File: config.mk
export PLATFORM = sky130hd
export DESIGN_NAME = fpsu_both
export DESIGN_NICKNAME = d
export VERILOG_FILES = /design/src/hw/fpsu_op_pkg.sv /design/src/hw/fpsu_data_pkg.sv /design/src/hw/fpsu_operand_sel.sv /design/src/hw/fpsu_ctrl.sv /design/src/hw/fpsu_half.sv /design/src/hw/fpsu_both.sv
export VERILOG_INCLUDE_DIRS = /design/src /design/src/hw
export SDC_FILE = /design/constraint.sdc
export NUM_CORES = 2
export LEC_CHECK = 0
export BUFFER_PORTS_ARGS = -buffer_cell sky130_fd_sc_hd__clkbuf_2
export CORE_AREA = 2 2 549 551
export DETAILED_ROUTE_END_ITERATION = 10
export DIE_AREA = 0 0 551 553
export GPL_TIMING_DRIVEN = 0
export HOLD_SLACK_MARGIN = 0.02
export PLACE_DENSITY = 0.43
export REMOVE_ABC_BUFFERS = 1
export SYNTH_ARGS = -nofsm -noshare
export SYNTH_HDL_FRONTEND = slang
export SYNTH_HIERARCHICAL = 1
export SYNTH_SLANG_ARGS = --single-unit
File: constraint.sdc
create_clock -name clk -period 4 [get_ports clk]
set_input_delay 0.4 -clock clk [delete_from_list [all_inputs] [get_ports clk]]
set_output_delay 0.4 -clock clk [all_outputs]
set_load 0.01 [all_outputs]
File: src/hw/fpsu_config.svh
`ifndef FPSU_CONFIG_SVH
`define FPSU_CONFIG_SVH

// Width of one SIMD half of an operand
`define FPSU_HALF_W 68

// Issue ports served by the unit
`define FPSU_NUM_PORTS 2

// Forwarding buses an operand can be taken from
`define FPSU_FWD_SRCS 4

// Tag carried from issue to retire
`define FPSU_TAG_W 6

`endif

File: src/hw/fpsu_op_pkg.sv
package fpsu_op_pkg;

  // Opcodes accepted on an issue port
  typedef enum logic [2:0] {
    op_and    = 3'd0,
    op_or     = 3'd1,
    op_xor    = 3'd2,
    op_andn   = 3'd3,
    op_mov    = 3'd4,
    op_swap   = 3'd5,
    op_dup_lo = 3'd6,
    op_dup_hi = 3'd7
  } fpsu_op_e;

  // Function applied by one half in stage 2
  typedef enum logic [2:0] {
    fn_and  = 3'd0,
    fn_or   = 3'd1,
    fn_xor  = 3'd2,
    fn_andn = 3'd3,
    fn_pass = 3'd4
  } fpsu_func_e;

  // Decoded control for one half of one port
  typedef struct packed {
    fpsu_func_e func;
    logic       use_other;
    logic       valid;
  } fpsu_half_ctrl_t;

endpackage

File: src/hw/fpsu_data_pkg.sv
`include "fpsu_config.svh"

package fpsu_data_pkg;

  // One SIMD half
  typedef logic [`FPSU_HALF_W-1:0] fpsu_half_t;

  // Full operand with lo in the low bits
  typedef struct packed {
    fpsu_half_t hi;
    fpsu_half_t lo;
  } fpsu_pair_t;

  // Operand source is the register value unless fwd is set
  typedef struct packed {
    logic                               fwd;
    logic [$clog2(`FPSU_FWD_SRCS)-1:0]  idx;
  } fpsu_src_sel_t;

  typedef struct packed {
    logic                     en;
    fpsu_op_pkg::fpsu_op_e    op;
    logic [`FPSU_TAG_W-1:0]   tag;
    fpsu_src_sel_t            sel_a;
    fpsu_src_sel_t            sel_b;
  } fpsu_issue_t;

  // A forwarding bus carries both halves
  typedef fpsu_pair_t fpsu_fwd_t;

  // Code is {tag, zero_hi, zero_lo}
  typedef struct packed {
    logic                     en;
    logic [`FPSU_TAG_W+1:0]   code;
  } fpsu_ret_t;

endpackage

File: src/hw/fpsu_operand_sel.sv
`timescale 1ns/1ns
`include "fpsu_config.svh"

module fpsu_operand_sel (
  input  fpsu_data_pkg::fpsu_src_sel_t  sel,
  input  fpsu_data_pkg::fpsu_half_t     reg_val,
  input  fpsu_data_pkg::fpsu_half_t     fwd_val [`FPSU_FWD_SRCS],
  output fpsu_data_pkg::fpsu_half_t     operand
);

  import fpsu_data_pkg::*;

  fpsu_half_t fwd_pick;

  // Decode the bus index as a one-hot compare so each source has its own AND term
  always_comb begin
    fwd_pick = '0;
    for (int i = 0; i < `FPSU_FWD_SRCS; i++) begin
      if (sel.idx == i) begin
        fwd_pick = fwd_val[i];
      end
    end
  end

  assign operand = sel.fwd ? fwd_pick : reg_val;

  // A bus index without fwd would point at a bus that is then ignored
  always_comb begin
    if (sel.idx != '0) begin
      a_idx_needs_fwd: assert #0 (sel.fwd)
        else $error("forwarding index %0d given without fwd", sel.idx);
    end
  end

endmodule

File: src/hw/fpsu_ctrl.sv
`timescale 1ns/1ns
`include "fpsu_config.svh"

module fpsu_ctrl (
  input  logic                          clk,
  input  logic                          rst_n,
  input  fpsu_data_pkg::fpsu_issue_t    issue [`FPSU_NUM_PORTS],
  input  logic                          zero_lo [`FPSU_NUM_PORTS],
  input  logic                          zero_hi [`FPSU_NUM_PORTS],
  output fpsu_op_pkg::fpsu_half_ctrl_t  ctrl_lo [`FPSU_NUM_PORTS],
  output fpsu_op_pkg::fpsu_half_ctrl_t  ctrl_hi [`FPSU_NUM_PORTS],
  output fpsu_data_pkg::fpsu_ret_t      ret [`FPSU_NUM_PORTS]
);

  import fpsu_op_pkg::*;
  import fpsu_data_pkg::*;

  for (genvar p = 0; p < `FPSU_NUM_PORTS; p++) begin : g_port
    fpsu_half_ctrl_t         dec_lo;
    fpsu_half_ctrl_t         dec_hi;
    logic [`FPSU_TAG_W-1:0]  tag_s1;
    logic [`FPSU_TAG_W-1:0]  tag_s2;
    logic                    en_s2;

    always_comb begin
      dec_lo.valid = issue[p].en;
      dec_lo.use_other = 1'b0;
      case (issue[p].op)
        op_and:  dec_lo.func = fn_and;
        op_or:   dec_lo.func = fn_or;
        op_xor:  dec_lo.func = fn_xor;
        op_andn: dec_lo.func = fn_andn;
        default: dec_lo.func = fn_pass;
      endcase
      dec_hi = dec_lo;

      // Cross-half moves take the A operand selected by the other half
      case (issue[p].op)
        op_swap: begin
          dec_lo.use_other = 1'b1;
          dec_hi.use_other = 1'b1;
        end
        op_dup_lo: dec_hi.use_other = 1'b1;
        op_dup_hi: dec_lo.use_other = 1'b1;
        default: ;
      endcase
    end

    // Stage 1 control goes straight to both halves
    always_ff @(posedge clk) begin
      if (!rst_n) begin
        ctrl_lo[p] <= '0;
        ctrl_hi[p] <= '0;
        en_s2 <= 1'b0;
      end else begin
        ctrl_lo[p] <= dec_lo;
        ctrl_hi[p] <= dec_hi;
        en_s2 <= ctrl_lo[p].valid;
      end
    end

    always_ff @(posedge clk) begin
      if (issue[p].en) begin
        tag_s1 <= issue[p].tag;
      end
      if (ctrl_lo[p].valid) begin
        tag_s2 <= tag_s1;
      end
    end

    // Zero flags are registered in the halves at the same edge as en_s2
    assign ret[p] = '{en: en_s2, code: {tag_s2, zero_hi[p], zero_lo[p]}};

    a_ret_after_issue: assert property (
      @(posedge clk) disable iff (!rst_n)
      ret[p].en |-> $past(issue[p].en, 2) &&
                    ret[p].code[`FPSU_TAG_W+1:2] == $past(issue[p].tag, 2)
    ) else $error("port %0d retired without a matching issue two cycles earlier", p);

    // Every 3-bit code is an opcode, so only X or Z can slip past the decode
    a_op_known: assert property (
      @(posedge clk) disable iff (!rst_n)
      issue[p].en |-> !$isunknown(issue[p].op)
    ) else $error("port %0d issued an undefined opcode", p);
  end

endmodule

File: src/hw/fpsu_half.sv
`timescale 1ns/1ns
`include "fpsu_config.svh"

module fpsu_half (
  input  logic                          clk,
  input  logic                          rst_n,
  input  fpsu_op_pkg::fpsu_half_ctrl_t  ctrl [`FPSU_NUM_PORTS],
  input  fpsu_data_pkg::fpsu_src_sel_t  sel_a [`FPSU_NUM_PORTS],
  input  fpsu_data_pkg::fpsu_src_sel_t  sel_b [`FPSU_NUM_PORTS],
  input  fpsu_data_pkg::fpsu_half_t     a [`FPSU_NUM_PORTS],
  input  fpsu_data_pkg::fpsu_half_t     b [`FPSU_NUM_PORTS],
  input  fpsu_data_pkg::fpsu_half_t     fwd [`FPSU_FWD_SRCS],
  output fpsu_data_pkg::fpsu_half_t     xa_out [`FPSU_NUM_PORTS],
  input  fpsu_data_pkg::fpsu_half_t     xa_in [`FPSU_NUM_PORTS],
  output fpsu_data_pkg::fpsu_half_t     result [`FPSU_NUM_PORTS],
  output logic                          zero [`FPSU_NUM_PORTS]
);

  import fpsu_op_pkg::*;
  import fpsu_data_pkg::*;

  for (genvar p = 0; p < `FPSU_NUM_PORTS; p++) begin : g_port
    fpsu_half_t sel_a_val;
    fpsu_half_t sel_b_val;
    fpsu_half_t a_q;
    fpsu_half_t b_q;
    fpsu_half_t op_a;
    fpsu_half_t res_d;

    fpsu_operand_sel u_sel_a (
      .sel     (sel_a[p]),
      .reg_val (a[p]),
      .fwd_val (fwd),
      .operand (sel_a_val)
    );

    fpsu_operand_sel u_sel_b (
      .sel     (sel_b[p]),
      .reg_val (b[p]),
      .fwd_val (fwd),
      .operand (sel_b_val)
    );

    // Stage 1 operand registers
    always_ff @(posedge clk) begin
      a_q <= sel_a_val;
      b_q <= sel_b_val;
    end

    // The other half reads our A for swap and dup
    assign xa_out[p] = a_q;

    assign op_a = ctrl[p].use_other ? xa_in[p] : a_q;

    always_comb begin
      case (ctrl[p].func)
        fn_and:  res_d = op_a & b_q;
        fn_or:   res_d = op_a | b_q;
        fn_xor:  res_d = op_a ^ b_q;
        fn_andn: res_d = op_a & ~b_q;
        default: res_d = op_a;
      endcase
    end

    // Result only moves when an operation is in stage 2, so it holds between retires
    always_ff @(posedge clk) begin
      if (!rst_n) begin
        result[p] <= '0;
        zero[p] <= 1'b1;
      end else if (ctrl[p].valid) begin
        result[p] <= res_d;
        zero[p] <= (res_d == '0);
      end
    end
  end

endmodule

File: src/hw/fpsu_both.sv
`timescale 1ns/1ns
`include "fpsu_config.svh"

module fpsu_both (
  input  logic                        clk,
  input  logic                        rst_n,
  input  fpsu_data_pkg::fpsu_issue_t  issue [`FPSU_NUM_PORTS],
  input  fpsu_data_pkg::fpsu_pair_t   a [`FPSU_NUM_PORTS],
  input  fpsu_data_pkg::fpsu_pair_t   b [`FPSU_NUM_PORTS],
  input  fpsu_data_pkg::fpsu_fwd_t    fwd [`FPSU_FWD_SRCS],
  output fpsu_data_pkg::fpsu_pair_t   result [`FPSU_NUM_PORTS],
  output fpsu_data_pkg::fpsu_ret_t    ret [`FPSU_NUM_PORTS]
);

  import fpsu_op_pkg::*;
  import fpsu_data_pkg::*;

  fpsu_half_ctrl_t ctrl_lo [`FPSU_NUM_PORTS];
  fpsu_half_ctrl_t ctrl_hi [`FPSU_NUM_PORTS];
  fpsu_src_sel_t   sel_a [`FPSU_NUM_PORTS];
  fpsu_src_sel_t   sel_b [`FPSU_NUM_PORTS];
  fpsu_half_t      a_lo [`FPSU_NUM_PORTS];
  fpsu_half_t      a_hi [`FPSU_NUM_PORTS];
  fpsu_half_t      b_lo [`FPSU_NUM_PORTS];
  fpsu_half_t      b_hi [`FPSU_NUM_PORTS];
  fpsu_half_t      fwd_lo [`FPSU_FWD_SRCS];
  fpsu_half_t      fwd_hi [`FPSU_FWD_SRCS];
  fpsu_half_t      xa_lo [`FPSU_NUM_PORTS];
  fpsu_half_t      xa_hi [`FPSU_NUM_PORTS];
  fpsu_half_t      res_lo [`FPSU_NUM_PORTS];
  fpsu_half_t      res_hi [`FPSU_NUM_PORTS];
  logic            zero_lo [`FPSU_NUM_PORTS];
  logic            zero_hi [`FPSU_NUM_PORTS];

  for (genvar p = 0; p < `FPSU_NUM_PORTS; p++) begin : g_port
    assign sel_a[p] = issue[p].sel_a;
    assign sel_b[p] = issue[p].sel_b;
    assign a_lo[p] = a[p].lo;
    assign a_hi[p] = a[p].hi;
    assign b_lo[p] = b[p].lo;
    assign b_hi[p] = b[p].hi;
    assign result[p] = '{hi: res_hi[p], lo: res_lo[p]};
  end

  for (genvar i = 0; i < `FPSU_FWD_SRCS; i++) begin : g_fwd
    assign fwd_lo[i] = fwd[i].lo;
    assign fwd_hi[i] = fwd[i].hi;
  end

  fpsu_ctrl u_ctrl (
    .clk     (clk),
    .rst_n   (rst_n),
    .issue   (issue),
    .zero_lo (zero_lo),
    .zero_hi (zero_hi),
    .ctrl_lo (ctrl_lo),
    .ctrl_hi (ctrl_hi),
    .ret     (ret)
  );

  // Each half reads the A operand the other half selected
  fpsu_half u_lo (
    .clk    (clk),
    .rst_n  (rst_n),
    .ctrl   (ctrl_lo),
    .sel_a  (sel_a),
    .sel_b  (sel_b),
    .a      (a_lo),
    .b      (b_lo),
    .fwd    (fwd_lo),
    .xa_out (xa_lo),
    .xa_in  (xa_hi),
    .result (res_lo),
    .zero   (zero_lo)
  );

  fpsu_half u_hi (
    .clk    (clk),
    .rst_n  (rst_n),
    .ctrl   (ctrl_hi),
    .sel_a  (sel_a),
    .sel_b  (sel_b),
    .a      (a_hi),
    .b      (b_hi),
    .fwd    (fwd_hi),
    .xa_out (xa_hi),
    .xa_in  (xa_lo),
    .result (res_hi),
    .zero   (zero_hi)
  );

endmodule

# Yosys cells after proc, flatten, opt, wreduce, memory -nomap -nowiden
# Index checks and enable logic that the tools add are counted.
# W data, S select, Z words.
totals:
  reg_bits: 858
  latch_bits: 0
  mem_bits_rw: 0
  mem_bits_ro: 0
  inputBits: 1122
  memories: 0
op_classes:
  n_addsub: 0
  mul: 0
  div_mod_pow: 0
  magnitude_cmp: 0
  eq_ne: 30
  shift: 0
  muxes: 54
  bitwise_logic: 20
  reduce_logical: 16
ops:
  columns: ["op", "count"]
  rows:
  - ["$mux W68", 44]
  - ["$pmux W68 S4", 4]
  - ["$and A68 B68 Y68", 8]
  - ["$logic_not A68 Y1", 4]
  - ["$not A68 Y68", 4]
  - ["$or A68 B68 Y68", 4]
  - ["$xor A68 B68 Y68", 4]
  - ["$eq A3 B2 Y1 const B", 8]
  - ["$pmux W3 S4", 2]
  - ["$eq A3 B3 Y1 const B", 6]
  - ["$eq A2 B2 Y1 const B", 8]
  - ["$eq A3 B1 Y1 const B", 4]
  - ["$logic_not A3 Y1", 4]
  - ["$eq A2 B1 Y1 const B", 4]
  - ["$logic_not A2 Y1", 4]
  - ["$reduce_or A2 Y1", 4]
  - ["$mux W1", 4]

# Depth between registers and ports, before layout
logic_depth:
  depth_word: 6
  ltp_mapped: 12
  depth_no_buf: 8

# By module
# The synthesis kept the hierarchy.
by_module_without_submodules:
  columns: ["mod", "n_inst", "cells_each", "area_each_um2", "seq_area_each_um2"]
  rows:
  - ["fpsu_half", 2, 1880, 18960.7, 8207.9]
  - ["fpsu_operand_sel", 8, 311, 2755.1, 0.0]
  - ["fpsu_ctrl", 1, 69, 1228.7, 1001.0]

# Worst setup path after synthesis
# OpenSTA, ideal clock, no wires.
synth_path:
  kind: "register to register"
  start: "register u_ctrl/ctrl_hi[1] (netlist name)"
  end: "register u_hi/zero[0] (netlist bit)"
  setup_time_ps: 83
  arrival_ps: 2561
  slack_ps: 1357
  stages_incl_launch_ff: 12
  cell_sequence: "dfxtp_1 > clkbuf_1 > buf_2 > buf_2 > buf_2 > mux2i_1 > ha_1 > a21oi_1 > o22ai_1 > nor4_1 > nand4_1 > o221ai_1"
synth_via:
  elab_chain_len: 4
  elab_cells_between_ends: 7
  classes_between: "2 x mux; 4 x bitwise; 1 x reduce/logical"
synth_lines:
  columns: ["item", "line", "source"]
  rows:
  - ["$mux W68 (*)", "fpsu_half.sv:53", "assign op_a = ctrl[p].use_other ? xa_in[p] : a_q;"]
  - ["$and A68 B68 Y68, or another cell as far along", "fpsu_half.sv:60", "fn_andn: res_d = op_a & ~b_q;"]
  - ["$pmux W68 S4 (*)", "fpsu_half.sv:56", "case (ctrl[p].func)"]
  - ["$logic_not A68 Y1 (*)", "fpsu_half.sv:72", "zero[p] <= (res_d == '0);"]
  - ["to (signal, indexed assignment)", "fpsu_half.sv:72", null]
  - ["to (decl)", "fpsu_half.sv:16", "output logic zero [`FPSU_NUM_PORTS]"]
# Every way passes the cells marked *; elsewhere a longest branch is shown, timed or not.
# A chain may end at the register's enable or synchronous reset.

==> qor.csv <==
metric,value,unit
worst_hold_path_type,input pin to flop,
initial_utilization,20.5,%
gr-total-overflow,0,
leakagePower,38.6,nW
rrSetupSlack,0.08,ns
syn_inst,6317,
internal-power,19.9,mW
layout-drive-gt1-share,24.1,%
hold_path.startpoint,fwd[161],
crit_arrival,4.52,ns
run_status,completed,
timing.final.max_slew_violations,0,
drv.max_cap_violation_count,0,
grt_pass1_wl,538000,um
final-setup-viol-count,0,
grtUsageTotal,25.3,%
postLayoutCoreUtil,28.9,%
largest_area_contributor_in_the_synthesized_netlist,sky130_fd_sc_hd__dfxtp_1,
drt-wirelength-per-cell,32.9,um
rr_startpoint,u_ctrl/ctrl_hi[3]$_SDFF_PN0_,
synth.cell_area,0.0612,mm^2
route.antenna.remaining_nets,0,
boundaryPins,1412,
critPathLaunch,u_ctrl/ctrl_hi[3]$_SDFF_PN0_,
netSwitchingPower,10.6,mW
synth-edff-count,24,
synth-seq-cells,858,
flow.area_growth_from_synthesis,41.2,%
maxSlewHeadroom,2.15,%
post-route-period-util,98.0,%
antenna_found_initial,133,
die_area,0.305,mm^2
worstSkewPairLatency,0.76,ns
finalClockSkew,0.0554,ns
timing.critical_path.cells,nor2b_4 -> buf_12 -> buf_12 -> a2bb2oi_1 -> o22ai_1 -> nor4_2 -> and4_1 -> nand4_1 -> o221ai_1,
clock_power_share,36.7,%
dp_slack,-0.728,ns
total_power,30.4,mW
ctsLongestPathBuffers,3,
drt_iter0_drc,5701,
path_common_cell,sky130_fd_sc_hd__buf_12,
crit_path_largest_cell_delay,1.08,ns
viasPerCell,5.19,
routed_wirelength,406000,um
synth-seq-area-share,28.5,%
count_of_vias_placed_by_the_detailed_router,64100,
timing_worst_slew_pin_value,1.47,ns
synth.avg_cell_area,9.69,um^2
grt_pass1_vias,65100,
maximum_number_of_pins_on_one_net_before_global_route_repair,100,
post_synthesis_async_set_or_reset_flop_share,0,%
routabilityCongestion,0.889,
achievable-frequency,0.255,GHz
clkTransAtPathRegs,0.06,ns
drt-pass1-iter-count,6,
yosys_most_used_dff,sky130_fd_sc_hd__dfxtp_1,
final.fill_count,31400,
cts_tree,built,
critPathBufInv,2,
slowest_stage,sky130_fd_sc_hd__o22ai_1,
synth.distinct_cells,40,
die_width,551,um
critPathLaunchType,flop,
p_sw_share,34.8,%
ys.warnings.count,6,
timing.critical_path.to_type,flop,
die_h,553,um
core_area,0.299,mm^2
io_buffer_count,1411,
clock_tree.root_cell,sky130_fd_sc_hd__clkbuf_16,
timing_worst_setup_path_type,flop to flop,
cts_inserted_buffers,111,
power_density,352,mW/mm^2
layout_common_cells,"sky130_fd_sc_hd__mux2i_1, sky130_fd_sc_hd__clkbuf_2, sky130_fd_sc_hd__dlygate4sd3_1",
finish.net_count,9595,
cts.sinks,858,
cp_max_fo,18,
htree_levels,3,
final-hold-violation-count,0,
worst_ir_drop_vdd,0.430,mV
dp_hpwl,302000,um
synth.top_cell.area_share,27.3,%
timing.final.ws_setup,0.0819,ns
ys_top_cells_by_area,"sky130_fd_sc_hd__dfxtp_1, sky130_fd_sc_hd__mux2i_1, sky130_fd_sc_hd__nand2b_1",
layout_commonest_cell,sky130_fd_sc_hd__mux2i_1,
pwr-share-seq,32.4,%
critPathTopFamily,compound AO/OA/AOI/OAI gates,
row_count,201,
worstPathRequired,4.60,ns
remaining_drc_errors,0,
min_period,3.92,ns
comb_power_share,30.9,%
[worst paths after layout]
path,to,cells after the start
max,u_lo/zero[0]$_SDFFE_PN1P_,9
min,u_lo/g_port[1].b_q[25]$_DFF_P_,3
max reg2reg,u_lo/zero[0]$_SDFFE_PN1P_,9
min reg2reg,u_ctrl/g_port[1].tag_s2[5]$_DFFE_PP_,0
[worst register-to-register path: stages, from the launching register on]
cell	delay, ns
sky130_fd_sc_hd__dfxtp_4	0.68
sky130_fd_sc_hd__nor2b_4	0.68
sky130_fd_sc_hd__buf_12	0.25
sky130_fd_sc_hd__buf_12	0.19
sky130_fd_sc_hd__a2bb2oi_1	0.13
sky130_fd_sc_hd__o22ai_1	1.08
sky130_fd_sc_hd__nor4_2	0.14
sky130_fd_sc_hd__and4_1	0.35
sky130_fd_sc_hd__nand4_1	0.16
sky130_fd_sc_hd__o221ai_1	0.11
[what timing repair did]
action	in CTS	in global routing
setup endpoints to repair	4	3
setup buffers	15	15
hold endpoints to repair	579	0
gates cloned	1	1
hold buffers	830	0
resized for setup	20	8
pin swaps	5	10
[cells by family after synthesis]
family	synth area share [%]
AO/OA/AOI/OAI	22.5
multiplexers	23.8
AND/OR/NAND/NOR	12.6
buffers and inverters	7.14
flip-flops	28.5
adder cells (fa/ha/maj)	5.56
XOR/XNOR	0.0286
[synthesized netlist by cell type (8+ instances only)]
master / n
sky130_fd_sc_hd__nor2_1: 110
sky130_fd_sc_hd__and2_1: 10
sky130_fd_sc_hd__o22ai_1: 96
sky130_fd_sc_hd__buf_6: 68
sky130_fd_sc_hd__mux2i_1: 1452
sky130_fd_sc_hd__edfxtp_1: 24
sky130_fd_sc_hd__nor4_1: 22
sky130_fd_sc_hd__dfxtp_1: 834
sky130_fd_sc_hd__or4_1: 8
sky130_fd_sc_hd__nor3b_1: 190
sky130_fd_sc_hd__clkbuf_2: 8
sky130_fd_sc_hd__buf_2: 152
sky130_fd_sc_hd__nand2b_1: 558
sky130_fd_sc_hd__clkbuf_1: 267
sky130_fd_sc_hd__buf_1: 57
sky130_fd_sc_hd__a2bb2oi_1: 224
sky130_fd_sc_hd__a211oi_1: 238
sky130_fd_sc_hd__nor3_1: 72
sky130_fd_sc_hd__o211a_1: 172
sky130_fd_sc_hd__nand2_1: 194
sky130_fd_sc_hd__o221ai_2: 160
sky130_fd_sc_hd__nor2b_1: 96
sky130_fd_sc_hd__ha_1: 272
sky130_fd_sc_hd__buf_4: 73
sky130_fd_sc_hd__a21oi_1: 48
sky130_fd_sc_hd__o32a_1: 34
sky130_fd_sc_hd__o22a_1: 138
sky130_fd_sc_hd__inv_1: 276
sky130_fd_sc_hd__o221ai_1: 388
sky130_fd_sc_hd__nand4_1: 46
[area by class of cell]
| cell class | instances | area [um^2] | share of cell area, % |
|---|---|---|---|
| multi-input cells | 4560 | 39800 | 46.1 |
| repair buffers | 2394 | 18900 | 21.9 |
| flip-flops and latches | 858 | 17500 | 20.2 |
| well taps | 3958 | 4950 | 5.73 |
| clock buffers | 127 | 2940 | 3.40 |
| inverters | 276 | 1040 | 1.20 |
| clock inverters | 83 | 1020 | 1.19 |
| diodes | 91 | 228 | 0.264 |
[per-stage QoR]
step           cell area [um^2]  setup TNS, ns  hold WS (ns)  cells
2_1_floorplan             57900        -583.05         0.400   5692
3_3_place_gp              69900       -8056.98         0.402  11100
3_5_place_dp              73400          -2.07         0.405  11200
4_1_cts                   86000              0        0.0207  12200
5_1_grt                   86300       -0.00557        0.0308  12300
6_report                  86400              0        0.0931  12300
[routing by layer]
layer  share of wire, %  GRT usage, %  up-vias
met5              0.093             0        -
met4                6.6          16.1       56
met3                8.2          6.92      995
met2                 44          38.9     3407
met1                 41          30.9    31700
li1                   -             -    27900
[power groups by stage]
stage	Combinational (mW)	Sequential, mW	Clock, mW
after floorplan	3.87	10.1	0
after global placement	8.46	10.4	0
after detailed placement	8.28	10.1	0
after CTS	9.25	9.86	11.5
after global routing	9.92	9.95	11.8
final	9.40	9.87	11.2
[flip-flops by register name, summed over array words and instances (netlist names)]
register	cells
u_hi/result	136
u_hi/zero	2
u_ctrl/g_port.en_s2	2
u_hi/g_port.a_q	136
u_hi/g_port.b_q	136
u_ctrl/g_port.tag_s2	12
u_lo/zero	2
u_ctrl/g_port.tag_s1	12
u_ctrl/ctrl_hi	10
u_lo/result	136
u_ctrl/ctrl_lo	2
u_lo/g_port.b_q	136
u_lo/g_port.a_q	136
Note: power is estimated with default switching activity, not from simulation.
